### src/hw/sha256_pkg.sv
package sha256_pkg;

	localparam int NUM_ROUNDS = 64;
	localparam int BLOCK_WORDS = 16;
	localparam int STATE_WORDS = 8;
	localparam int ROUND_W = $clog2(NUM_ROUNDS);

	typedef logic [31:0] word_t;
	typedef logic [ROUND_W-1:0] round_t;

	// Word 0 is the first message word
	typedef word_t [0:BLOCK_WORDS-1] msg_block_t;

	typedef struct packed {
		word_t a;
		word_t b;
		word_t c;
		word_t d;
		word_t e;
		word_t f;
		word_t g;
		word_t h;
	} sha_vars_t;

	// Field a lines up with words[0] and H0
	typedef union packed {
		sha_vars_t vars;
		word_t [0:STATE_WORDS-1] words;
	} sha_state_u;

	localparam word_t ROUND_K [NUM_ROUNDS] = '{
		32'h428a2f98, 32'h71374491, 32'hb5c0fbcf, 32'he9b5dba5,
		32'h3956c25b, 32'h59f111f1, 32'h923f82a4, 32'hab1c5ed5,
		32'hd807aa98, 32'h12835b01, 32'h243185be, 32'h550c7dc3,
		32'h72be5d74, 32'h80deb1fe, 32'h9bdc06a7, 32'hc19bf174,
		32'he49b69c1, 32'hefbe4786, 32'h0fc19dc6, 32'h240ca1cc,
		32'h2de92c6f, 32'h4a7484aa, 32'h5cb0a9dc, 32'h76f988da,
		32'h983e5152, 32'ha831c66d, 32'hb00327c8, 32'hbf597fc7,
		32'hc6e00bf3, 32'hd5a79147, 32'h06ca6351, 32'h14292967,
		32'h27b70a85, 32'h2e1b2138, 32'h4d2c6dfc, 32'h53380d13,
		32'h650a7354, 32'h766a0abb, 32'h81c2c92e, 32'h92722c85,
		32'ha2bfe8a1, 32'ha81a664b, 32'hc24b8b70, 32'hc76c51a3,
		32'hd192e819, 32'hd6990624, 32'hf40e3585, 32'h106aa070,
		32'h19a4c116, 32'h1e376c08, 32'h2748774c, 32'h34b0bcb5,
		32'h391c0cb3, 32'h4ed8aa4a, 32'h5b9cca4f, 32'h682e6ff3,
		32'h748f82ee, 32'h78a5636f, 32'h84c87814, 32'h8cc70208,
		32'h90befffa, 32'ha4506ceb, 32'hbef9a3f7, 32'hc67178f2
	};

	localparam word_t INIT_H [STATE_WORDS] = '{
		32'h6a09e667, 32'hbb67ae85, 32'h3c6ef372, 32'ha54ff53a,
		32'h510e527f, 32'h9b05688c, 32'h1f83d9ab, 32'h5be0cd19
	};

	// Big sigma rotations
	localparam int BSIG0_R1 = 2;
	localparam int BSIG0_R2 = 13;
	localparam int BSIG0_R3 = 22;
	localparam int BSIG1_R1 = 6;
	localparam int BSIG1_R2 = 11;
	localparam int BSIG1_R3 = 25;

	// Small sigma rotations and shifts
	localparam int SSIG0_R1 = 7;
	localparam int SSIG0_R2 = 18;
	localparam int SSIG0_SH = 3;
	localparam int SSIG1_R1 = 17;
	localparam int SSIG1_R2 = 19;
	localparam int SSIG1_SH = 10;

	function automatic word_t rotr(word_t x, int unsigned n);
		return (x >> n) | (x << ($bits(word_t) - n));
	endfunction

endpackage

### src/hw/wb_map_pkg.sv
package wb_map_pkg;

	localparam int ADR_W = 5;

	// Low address bits that pick a word inside a register bank
	localparam int MSG_IDX_W = 4;
	localparam int DIGEST_IDX_W = 3;

	localparam logic [ADR_W-1:0] ADR_MSG_BASE = 5'd0;
	localparam logic [ADR_W-1:0] ADR_CTRL = 5'd16;
	localparam logic [ADR_W-1:0] ADR_STATUS = 5'd17;
	localparam logic [ADR_W-1:0] ADR_DIGEST_BASE = 5'd24;

	localparam int CTRL_START_BIT = 0;

	localparam int STATUS_BUSY_BIT = 0;
	localparam int STATUS_DONE_BIT = 1;

endpackage

### src/hw/hash_ctrl_if.sv
interface hash_ctrl_if;
	import sha256_pkg::*;

	logic start;
	msg_block_t block;
	logic busy;
	logic done;
	sha_state_u digest;

	modport regs (
		output start, block,
		input busy, done, digest
	);

	modport sched (
		input start, block
	);

	modport engine (
		input start,
		output busy, done, digest
	);

endinterface

### src/hw/msg_schedule.sv
module msg_schedule (
	input logic clk,
	input logic rst_n,
	hash_ctrl_if.sched ctrl,
	input logic step,
	output sha256_pkg::word_t w
);
	import sha256_pkg::*;

	msg_block_t win;
	word_t w_new;

	function automatic word_t ssig0(word_t x);
		return rotr(x, SSIG0_R1) ^ rotr(x, SSIG0_R2) ^ (x >> SSIG0_SH);
	endfunction

	function automatic word_t ssig1(word_t x);
		return rotr(x, SSIG1_R1) ^ rotr(x, SSIG1_R2) ^ (x >> SSIG1_SH);
	endfunction

	// W[t] from W[t-2], W[t-7], W[t-15] and W[t-16]
	assign w_new = ssig1(win[BLOCK_WORDS-2]) + win[BLOCK_WORDS-7] +
		ssig0(win[BLOCK_WORDS-15]) + win[BLOCK_WORDS-16];

	always_ff @(posedge clk) begin
		if (!rst_n) begin
			win <= '0;
		end else if (ctrl.start) begin
			win <= ctrl.block;
		end else if (step) begin
			for (int i = 0; i < BLOCK_WORDS - 1; i++) begin
				win[i] <= win[i+1];
			end
			win[BLOCK_WORDS-1] <= w_new;
		end
	end

	// Oldest entry is the current round's W
	assign w = win[0];

endmodule

### src/hw/sha256_wb_top.sv
module sha256_wb_top (
	input logic clk,
	input logic rst_n,
	input logic wb_cyc,
	input logic wb_stb,
	input logic wb_we,
	input logic [wb_map_pkg::ADR_W-1:0] wb_adr,
	input sha256_pkg::word_t wb_dat_w,
	output sha256_pkg::word_t wb_dat_r,
	output logic wb_ack
);
	import sha256_pkg::*;

	word_t w;
	logic step;

	hash_ctrl_if ctrl_if ();

	wb_sha_regs wb_sha_regs_i (
		.clk      (clk),
		.rst_n    (rst_n),
		.wb_cyc   (wb_cyc),
		.wb_stb   (wb_stb),
		.wb_we    (wb_we),
		.wb_adr   (wb_adr),
		.wb_dat_w (wb_dat_w),
		.wb_dat_r (wb_dat_r),
		.wb_ack   (wb_ack),
		.ctrl     (ctrl_if.regs)
	);

	// Window feeds one W per round
	msg_schedule msg_schedule_i (
		.clk   (clk),
		.rst_n (rst_n),
		.ctrl  (ctrl_if.sched),
		.step  (step),
		.w     (w)
	);

	sha_round sha_round_i (
		.clk   (clk),
		.rst_n (rst_n),
		.ctrl  (ctrl_if.engine),
		.w     (w),
		.step  (step)
	);

endmodule

### src/hw/sha_round.sv
module sha_round (
	input logic clk,
	input logic rst_n,
	hash_ctrl_if.engine ctrl,
	input sha256_pkg::word_t w,
	output logic step
);
	import sha256_pkg::*;

	sha_state_u st;
	sha_state_u nxt;
	sha_state_u digest_q;
	round_t round;
	logic busy_q;
	logic done_q;
	logic finishing;
	word_t t1;
	word_t t2;

	function automatic word_t bsig0(word_t x);
		return rotr(x, BSIG0_R1) ^ rotr(x, BSIG0_R2) ^ rotr(x, BSIG0_R3);
	endfunction

	function automatic word_t bsig1(word_t x);
		return rotr(x, BSIG1_R1) ^ rotr(x, BSIG1_R2) ^ rotr(x, BSIG1_R3);
	endfunction

	function automatic word_t ch(word_t x, word_t y, word_t z);
		return (x & y) ^ (~x & z);
	endfunction

	function automatic word_t maj(word_t x, word_t y, word_t z);
		return (x & y) ^ (x & z) ^ (y & z);
	endfunction

	always_comb begin
		t1 = st.vars.h + bsig1(st.vars.e) + ch(st.vars.e, st.vars.f, st.vars.g) +
			ROUND_K[round] + w;
		t2 = bsig0(st.vars.a) + maj(st.vars.a, st.vars.b, st.vars.c);
		nxt.vars.a = t1 + t2;
		nxt.vars.b = st.vars.a;
		nxt.vars.c = st.vars.b;
		nxt.vars.d = st.vars.c;
		nxt.vars.e = st.vars.d + t1;
		nxt.vars.f = st.vars.e;
		nxt.vars.g = st.vars.f;
		nxt.vars.h = st.vars.g;
	end

	// Working variables
	always_ff @(posedge clk) begin
		if (ctrl.start) begin
			for (int i = 0; i < STATE_WORDS; i++) begin
				st.words[i] <= INIT_H[i];
			end
		end else if (step) begin
			st <= nxt;
		end
	end

	always_ff @(posedge clk) begin
		if (!rst_n) begin
			busy_q <= 1'b0;
			done_q <= 1'b0;
			finishing <= 1'b0;
			round <= '0;
			digest_q <= '0;
		end else if (ctrl.start) begin
			busy_q <= 1'b1;
			done_q <= 1'b0;
			finishing <= 1'b0;
			round <= '0;
		end else if (finishing) begin
			// Final addition of the initial hash
			for (int i = 0; i < STATE_WORDS; i++) begin
				digest_q.words[i] <= st.words[i] + INIT_H[i];
			end
			busy_q <= 1'b0;
			done_q <= 1'b1;
			finishing <= 1'b0;
		end else if (busy_q) begin
			round <= round + 1'b1;
			if (round == round_t'(NUM_ROUNDS - 1)) begin
				finishing <= 1'b1;
			end
		end
	end

	assign step = busy_q && !finishing;

	assign ctrl.busy = busy_q;
	assign ctrl.done = done_q;
	assign ctrl.digest = digest_q;

endmodule

### src/hw/wb_sha_regs.sv
module wb_sha_regs (
	input logic clk,
	input logic rst_n,
	input logic wb_cyc,
	input logic wb_stb,
	input logic wb_we,
	input logic [wb_map_pkg::ADR_W-1:0] wb_adr,
	input sha256_pkg::word_t wb_dat_w,
	output sha256_pkg::word_t wb_dat_r,
	output logic wb_ack,
	hash_ctrl_if.regs ctrl
);
	import sha256_pkg::*;
	import wb_map_pkg::*;

	logic req;
	logic new_req;
	logic wr_en;
	logic msg_hit;
	logic dig_hit;
	logic [MSG_IDX_W-1:0] msg_idx;
	logic [DIGEST_IDX_W-1:0] dig_idx;
	logic start_q;
	msg_block_t msg_q;
	word_t rd_data;

	assign req = wb_cyc && wb_stb;
	// Ack low for a clock before the next request is taken
	assign new_req = req && !wb_ack;
	assign wr_en = new_req && wb_we;

	assign msg_hit = wb_adr[ADR_W-1:MSG_IDX_W] == ADR_MSG_BASE[ADR_W-1:MSG_IDX_W];
	assign dig_hit = wb_adr[ADR_W-1:DIGEST_IDX_W] == ADR_DIGEST_BASE[ADR_W-1:DIGEST_IDX_W];
	assign msg_idx = wb_adr[MSG_IDX_W-1:0];
	assign dig_idx = wb_adr[DIGEST_IDX_W-1:0];

	always_ff @(posedge clk) begin
		if (!rst_n) begin
			wb_ack <= 1'b0;
			start_q <= 1'b0;
			msg_q <= '0;
		end else begin
			wb_ack <= new_req;
			// Start while busy is acked but dropped
			start_q <= wr_en && (wb_adr == ADR_CTRL) && wb_dat_w[CTRL_START_BIT] &&
				!ctrl.busy;
			if (wr_en && msg_hit) begin
				msg_q[msg_idx] <= wb_dat_w;
			end
		end
	end

	always_comb begin
		rd_data = '0;
		if (msg_hit) begin
			rd_data = msg_q[msg_idx];
		end else if (wb_adr == ADR_STATUS) begin
			rd_data[STATUS_BUSY_BIT] = ctrl.busy;
			rd_data[STATUS_DONE_BIT] = ctrl.done;
		end else if (dig_hit) begin
			rd_data = ctrl.digest.words[dig_idx];
		end
	end

	// Read data captured with the ack
	always_ff @(posedge clk) begin
		if (new_req) begin
			wb_dat_r <= rd_data;
		end
	end

	assign ctrl.start = start_q;
	assign ctrl.block = msg_q;

endmodule

### config.mk
export PLATFORM = sky130hd
export DESIGN_NAME = sha256_wb_top
export DESIGN_NICKNAME = d
export VERILOG_FILES = /design/src/hw/sha256_pkg.sv /design/src/hw/wb_map_pkg.sv /design/src/hw/hash_ctrl_if.sv /design/src/hw/msg_schedule.sv /design/src/hw/sha256_wb_top.sv /design/src/hw/sha_round.sv /design/src/hw/wb_sha_regs.sv
export SDC_FILE = /design/constraint.sdc
export NUM_CORES = 2
export LEC_CHECK = 0
export BUFFER_PORTS_ARGS = -buffer_cell sky130_fd_sc_hd__buf_2
export CORE_MARGIN = 2
export CORE_UTILIZATION = 55
export CTS_CLUSTER_SIZE = 16
export DETAILED_ROUTE_END_ITERATION = 8
export GPL_TIMING_DRIVEN = 0
export PLACE_DENSITY_LB_ADDON = 0.08
export REMOVE_ABC_BUFFERS = 1
export SYNTH_ARGS = -nofsm -noshare
export SYNTH_HDL_FRONTEND = slang
export SYNTH_SLANG_ARGS = --single-unit
### constraint.sdc
create_clock -name clk -period 8.6 [get_ports clk]
set_input_delay 0.86 -clock clk [delete_from_list [all_inputs] [get_ports clk]]
set_output_delay 0.86 -clock clk [all_outputs]
set_load 0.02 [all_outputs]
==> metrics.sh <==
RUN_STATUS='finished, violations left'
FAILED_CHECKS='setup timing'
SWSHARE=0.4535
SYNTH_COMMONEST_CELLS='2848 x sky130_fd_sc_hd__nand2_1, 1969 x sky130_fd_sc_hd__a21oi_1, 1547 x sky130_fd_sc_hd__dfxtp_1'
DIE-AREA_UM2=157100
FIN_WORST_SKEW_NS=0.04809
CTS-BUFFERS-INSERTED=170
DESIGN.CORE.AREA_UM2=152400
CRIT_PATH_MAX_INCR_DELAY_NS=0.59
START_UTIL=0.5554
WORSTSETUPSTARTPOINTTYPE='flop'
DRT_PASS1_ITERATIONS=6
SYNTH.CELL_AREA_UM2=84660
ROUTE.VIAS.TOTAL=76437
POWER_DENSITY_nW_PER_UM2=435.0
TIMING.SETUP.TNS_NS=-0.6103
PATH_COMMON_CELL='sky130_fd_sc_hd__fa_1'
PLACE_INST=12137
PWR-SHARE-SEQ=0.207
SYNTH_MOST_COMMON_CELL='sky130_fd_sc_hd__nand2_1'
TIMING.REG2REG.SETUP_SLACK_NS=-0.31
SYN-MEAN-INSTANCE-AREA_UM2=7.790
WORST_SETUP_PATH_STARTPOINT='sha_round_i.round[0]'
MIN_PATH_CELLS=3
FINAL_HOLD_VIO_COUNT=0
GRT_OVERFLOW_TOTAL=0
GRT_ANTENNA_BEFORE_REPAIR=5
SETUP-VIOLATIONS-FINAL=3
NETLIST-CELL-TYPE-COUNT=89
TIMING.CRITICAL_PATH.SLOWEST_STAGE_CELL='sky130_fd_sc_hd__fa_1'
TIMING.HOLD.WORST.START='wb_stb'
POST_ROUTE_DESIGN_AREA_UM2=94270
RSZ0062_AT_GRT='true'
IO_BUFFER_COUNT=74
FMAX_MHz=112.3
DP_HPWL_MM=207.2
CTS_TREE='built'
SYNTH-EDFF-COUNT=32
CP.REQUIRED_NS=9.29
SETUP.WORST_PATH.END_CLASS='flop'
AREA.GROWTH.SYNTH_TO_FINAL_PCT=11.35
SYNTHDOMINANTCELLAREASHARE=0.3658
MIN_DELAY_WORST_ENDPOINT='wb_sha_regs_i.wb_ack'
POWER_mW=41.01
CLK-INSERTION-DELAY-LATE_NS=0.81
SYN_INST=10868
SWITCHING_COMPONENT_OF_THE_POWER_mW=18.60
GRT_MAX_DEGREE=134
DPL-INSTANCE-AREA_UM2=87160
ROUTED_VIA_DENSITY=6.109
WORST_IR_DROP_VDD_uV=849.3
SYNTHARSTFLOPSHARE=0
FIN_CRIT_NS=8.905
ROWS=143
POSTSYNTHREGISTERBITS=1579
STDCELL_COUNT=12512
WORSTPATHARRIVAL_NS=9.60
FIRST_GLOBAL_VIAS=71961
DESIGN.PORTCOUNT=75
CTS-ROOT-TO-SINK-BUFFERS=3
RELSLEWSLACK=0.01280
ANTENNA_LEFT=0
YS_SEQ_AREA_FRAC=0.3772
CLASS_OF_THE_WORST_HOLD_PATH='input pin to flop'
STATIC-LEAKAGE-POWER_nW=33.78
ROUTE.DETAILED.WL_PER_INST_UM=24.18
DIE-WIDTH_UM=396.3
DRT_FIRST_ITER_VIOLATIONS=8293
GP_CONGESTION=0.9721
YS_WARN_COUNT=0
CATEGORY_OF_THE_CRITICAL_SETUP_TIMING_PATH='flop to flop'
DRT-TOTAL-WL_MM=302.5
R2R_END='sha_round_i.st[255]'
WORST-R2R-CELL-COUNT=34
SYNTH-MAIN-FF-CELL='sky130_fd_sc_hd__dfxtp_1'
CTS_ROOT_BUF='sky130_fd_sc_hd__clkbuf_16'
YOSYSTOPAREACELL='sky130_fd_sc_hd__dfxtp_1'
SYNTH.TOP_CELLS.BY_AREA='sky130_fd_sc_hd__dfxtp_1 37%, sky130_fd_sc_hd__nand2_1 13%, sky130_fd_sc_hd__a21oi_1 12%'
GRT_PASS1_WL_MM=451.6
CLK_PIN_SLEW_WORST_PATHS_NS=0.06
CLOCK_SINKS=1579
FINALCRITPERIODSHARE=1.035
DRV_CAP=0
TIMING_MAX_TRANSITION_VIOLATIONS_FINAL=0
PATH_MAX_FANOUT=5
COUNT_OF_UNRESOLVED_DRC_VIOLATIONS_AFTER_ROUTING=0
FINALWORSTSETUPSLACK_NS=-0.3051
TIGHTEST_SLEW_NS=1.481
COMBPWRFRAC=0.609
WORSTREG2REGSTART='sha_round_i.round[0]'
CLOCK_POWER_SHARE=0.183
LAYOUT-DRIVE-GT1-SHARE=0.09180
GRT_UTIL_ALL_LAYERS=0.3762
NUM-NETS-FINAL=10729
DIE-HEIGHT_UM=396.3
P_INT_mW=22.41
CTS-HTREE-LEVELS=4
sequential cells by signal, summed over array words and instances (netlist names), 6 cells and up:
signal,flops
msg_schedule_i.w,32
sha_round_i.st,256
wb_sha_regs_i.ctrl.block,512
wb_sha_regs_i.wb_dat_r,32
sha_round_i.round,6
sha_round_i.ctrl.digest,256
msg_schedule_i.win,480
power groups by stage:
stage | Clock [mW] | Combinational, mW | Sequential, mW
finish | 7.52 | 25.0 | 8.51
global route | 7.90 | 27.3 | 8.52
CTS | 7.59 | 22.8 | 8.47
detailed placement | 0 | 21.1 | 8.63
global placement | 0 | 20.6 | 8.65
floorplan | 0 | 16.0 | 8.25
cell type report:
type / instances / area, um2
Timing Repair inverter: 1 / 7.507
Fill cell: 13506 / 58170
Inverter: 254 / 1042
Antenna cell: 3 / 7.507
Multi-Input combinational cell: 8080 / 49110
Clock inverter: 52 / 665.6
Sequential cell: 1579 / 31960
Timing Repair Buffer: 262 / 3929
Tap cell: 2030 / 2540
Clock buffer: 251 / 5011
how the worst max path moves through the flow:
| stage | end | slack [ns] | cells after the start |
|---|---|---|---|
| detailed placement | sha_round_i.st[255] | -4.03 | 37 |
| floorplan | sha_round_i.ctrl.digest[124] | -68.75 | 3 |
| global placement | sha_round_i.ctrl.digest[223] | -164.74 | 3 |
| CTS | sha_round_i.st[255] | -0.22 | 37 |
| global route | sha_round_i.st[255] | -0.44 | 37 |
| finish | sha_round_i.st[255] | -0.31 | 34 |
layout by cell type (no fill, tap or decap), drive strengths merged, types with 11 or more instances in the layout:
| cell | n |
|---|---|
| o21bai | 27 |
| a31oi | 46 |
| mux4 | 228 |
| o21a | 22 |
| bufinv | 11 |
| nor2b | 20 |
| edfxtp | 32 |
| and3 | 34 |
| nand2b | 37 |
| a211oi | 106 |
| nor4 | 18 |
| o211ai | 64 |
| o21ai | 251 |
| a21o | 76 |
| nand4 | 18 |
| clkbuf | 251 |
| and2 | 15 |
| clkinv | 38 |
| nand3 | 161 |
| a311oi | 45 |
| o22ai | 43 |
| mux2i | 47 |
| maj3 | 21 |
| inv | 254 |
| nand2 | 2848 |
| a21oi | 1971 |
| xor2 | 140 |
| buf | 261 |
| dfxtp | 1547 |
| fa | 187 |
| nor2 | 838 |
| nor3 | 60 |
| ha | 152 |
| mux2 | 22 |
| or3 | 38 |
| xnor2 | 375 |
per-layer routing:
layer  GRT usage  wire (um)  vias to the layer above
met5           0         10                        -
met2      0.6086     139700                     3302
met4      0.2078      19230                        2
li1            -          -                    35509
met1      0.4776     118900                    36819
met3     0.06540      24680                      805
critical path, delay by kind of cell (launching register included):
family | cells | cell delay (ns)
flops | 1 | 0.38
fa+ha+maj | 7 | 2.97
simple gates | 8 | 2.01
compound gates | 12 | 2.37
buf+inv | 4 | 0.55
xor+xnor | 3 | 0.49
cell families after synthesis:
family	share of synthesized area
AND/OR/NAND/NOR	0.1940
multiplexers	0.06914
buffers and inverters	0.05390
AO/OA/AOI/OAI	0.1834
adder cells (fa/ha/maj)	0.06917
XOR/XNOR	0.05328
flip-flops	0.3772
per-stage QoR:
stage               utilization  worst slack (ns)  hold slack [ns]
floorplan                     -            -68.75           0.4198
global placement         0.5508           -164.74           0.4272
detailed placement       0.5718            -4.027           0.4418
CTS                      0.6157           -0.2212           0.3570
global route             0.6183           -0.4373           0.3894
finish                   0.6184           -0.3051           0.3889
repair_timing:
| item | CTS | global route |
|---|---|---|
| hold buffers | 0 | 0 |
| gates resized for setup | 118 | 62 |
| pin swaps | 31 | 40 |
| cloned | 2 | 0 |
| setup buffers | 52 | 15 |
| setup endpoints to repair | 55 | 23 |
Power figures use the tool's default switching activity.
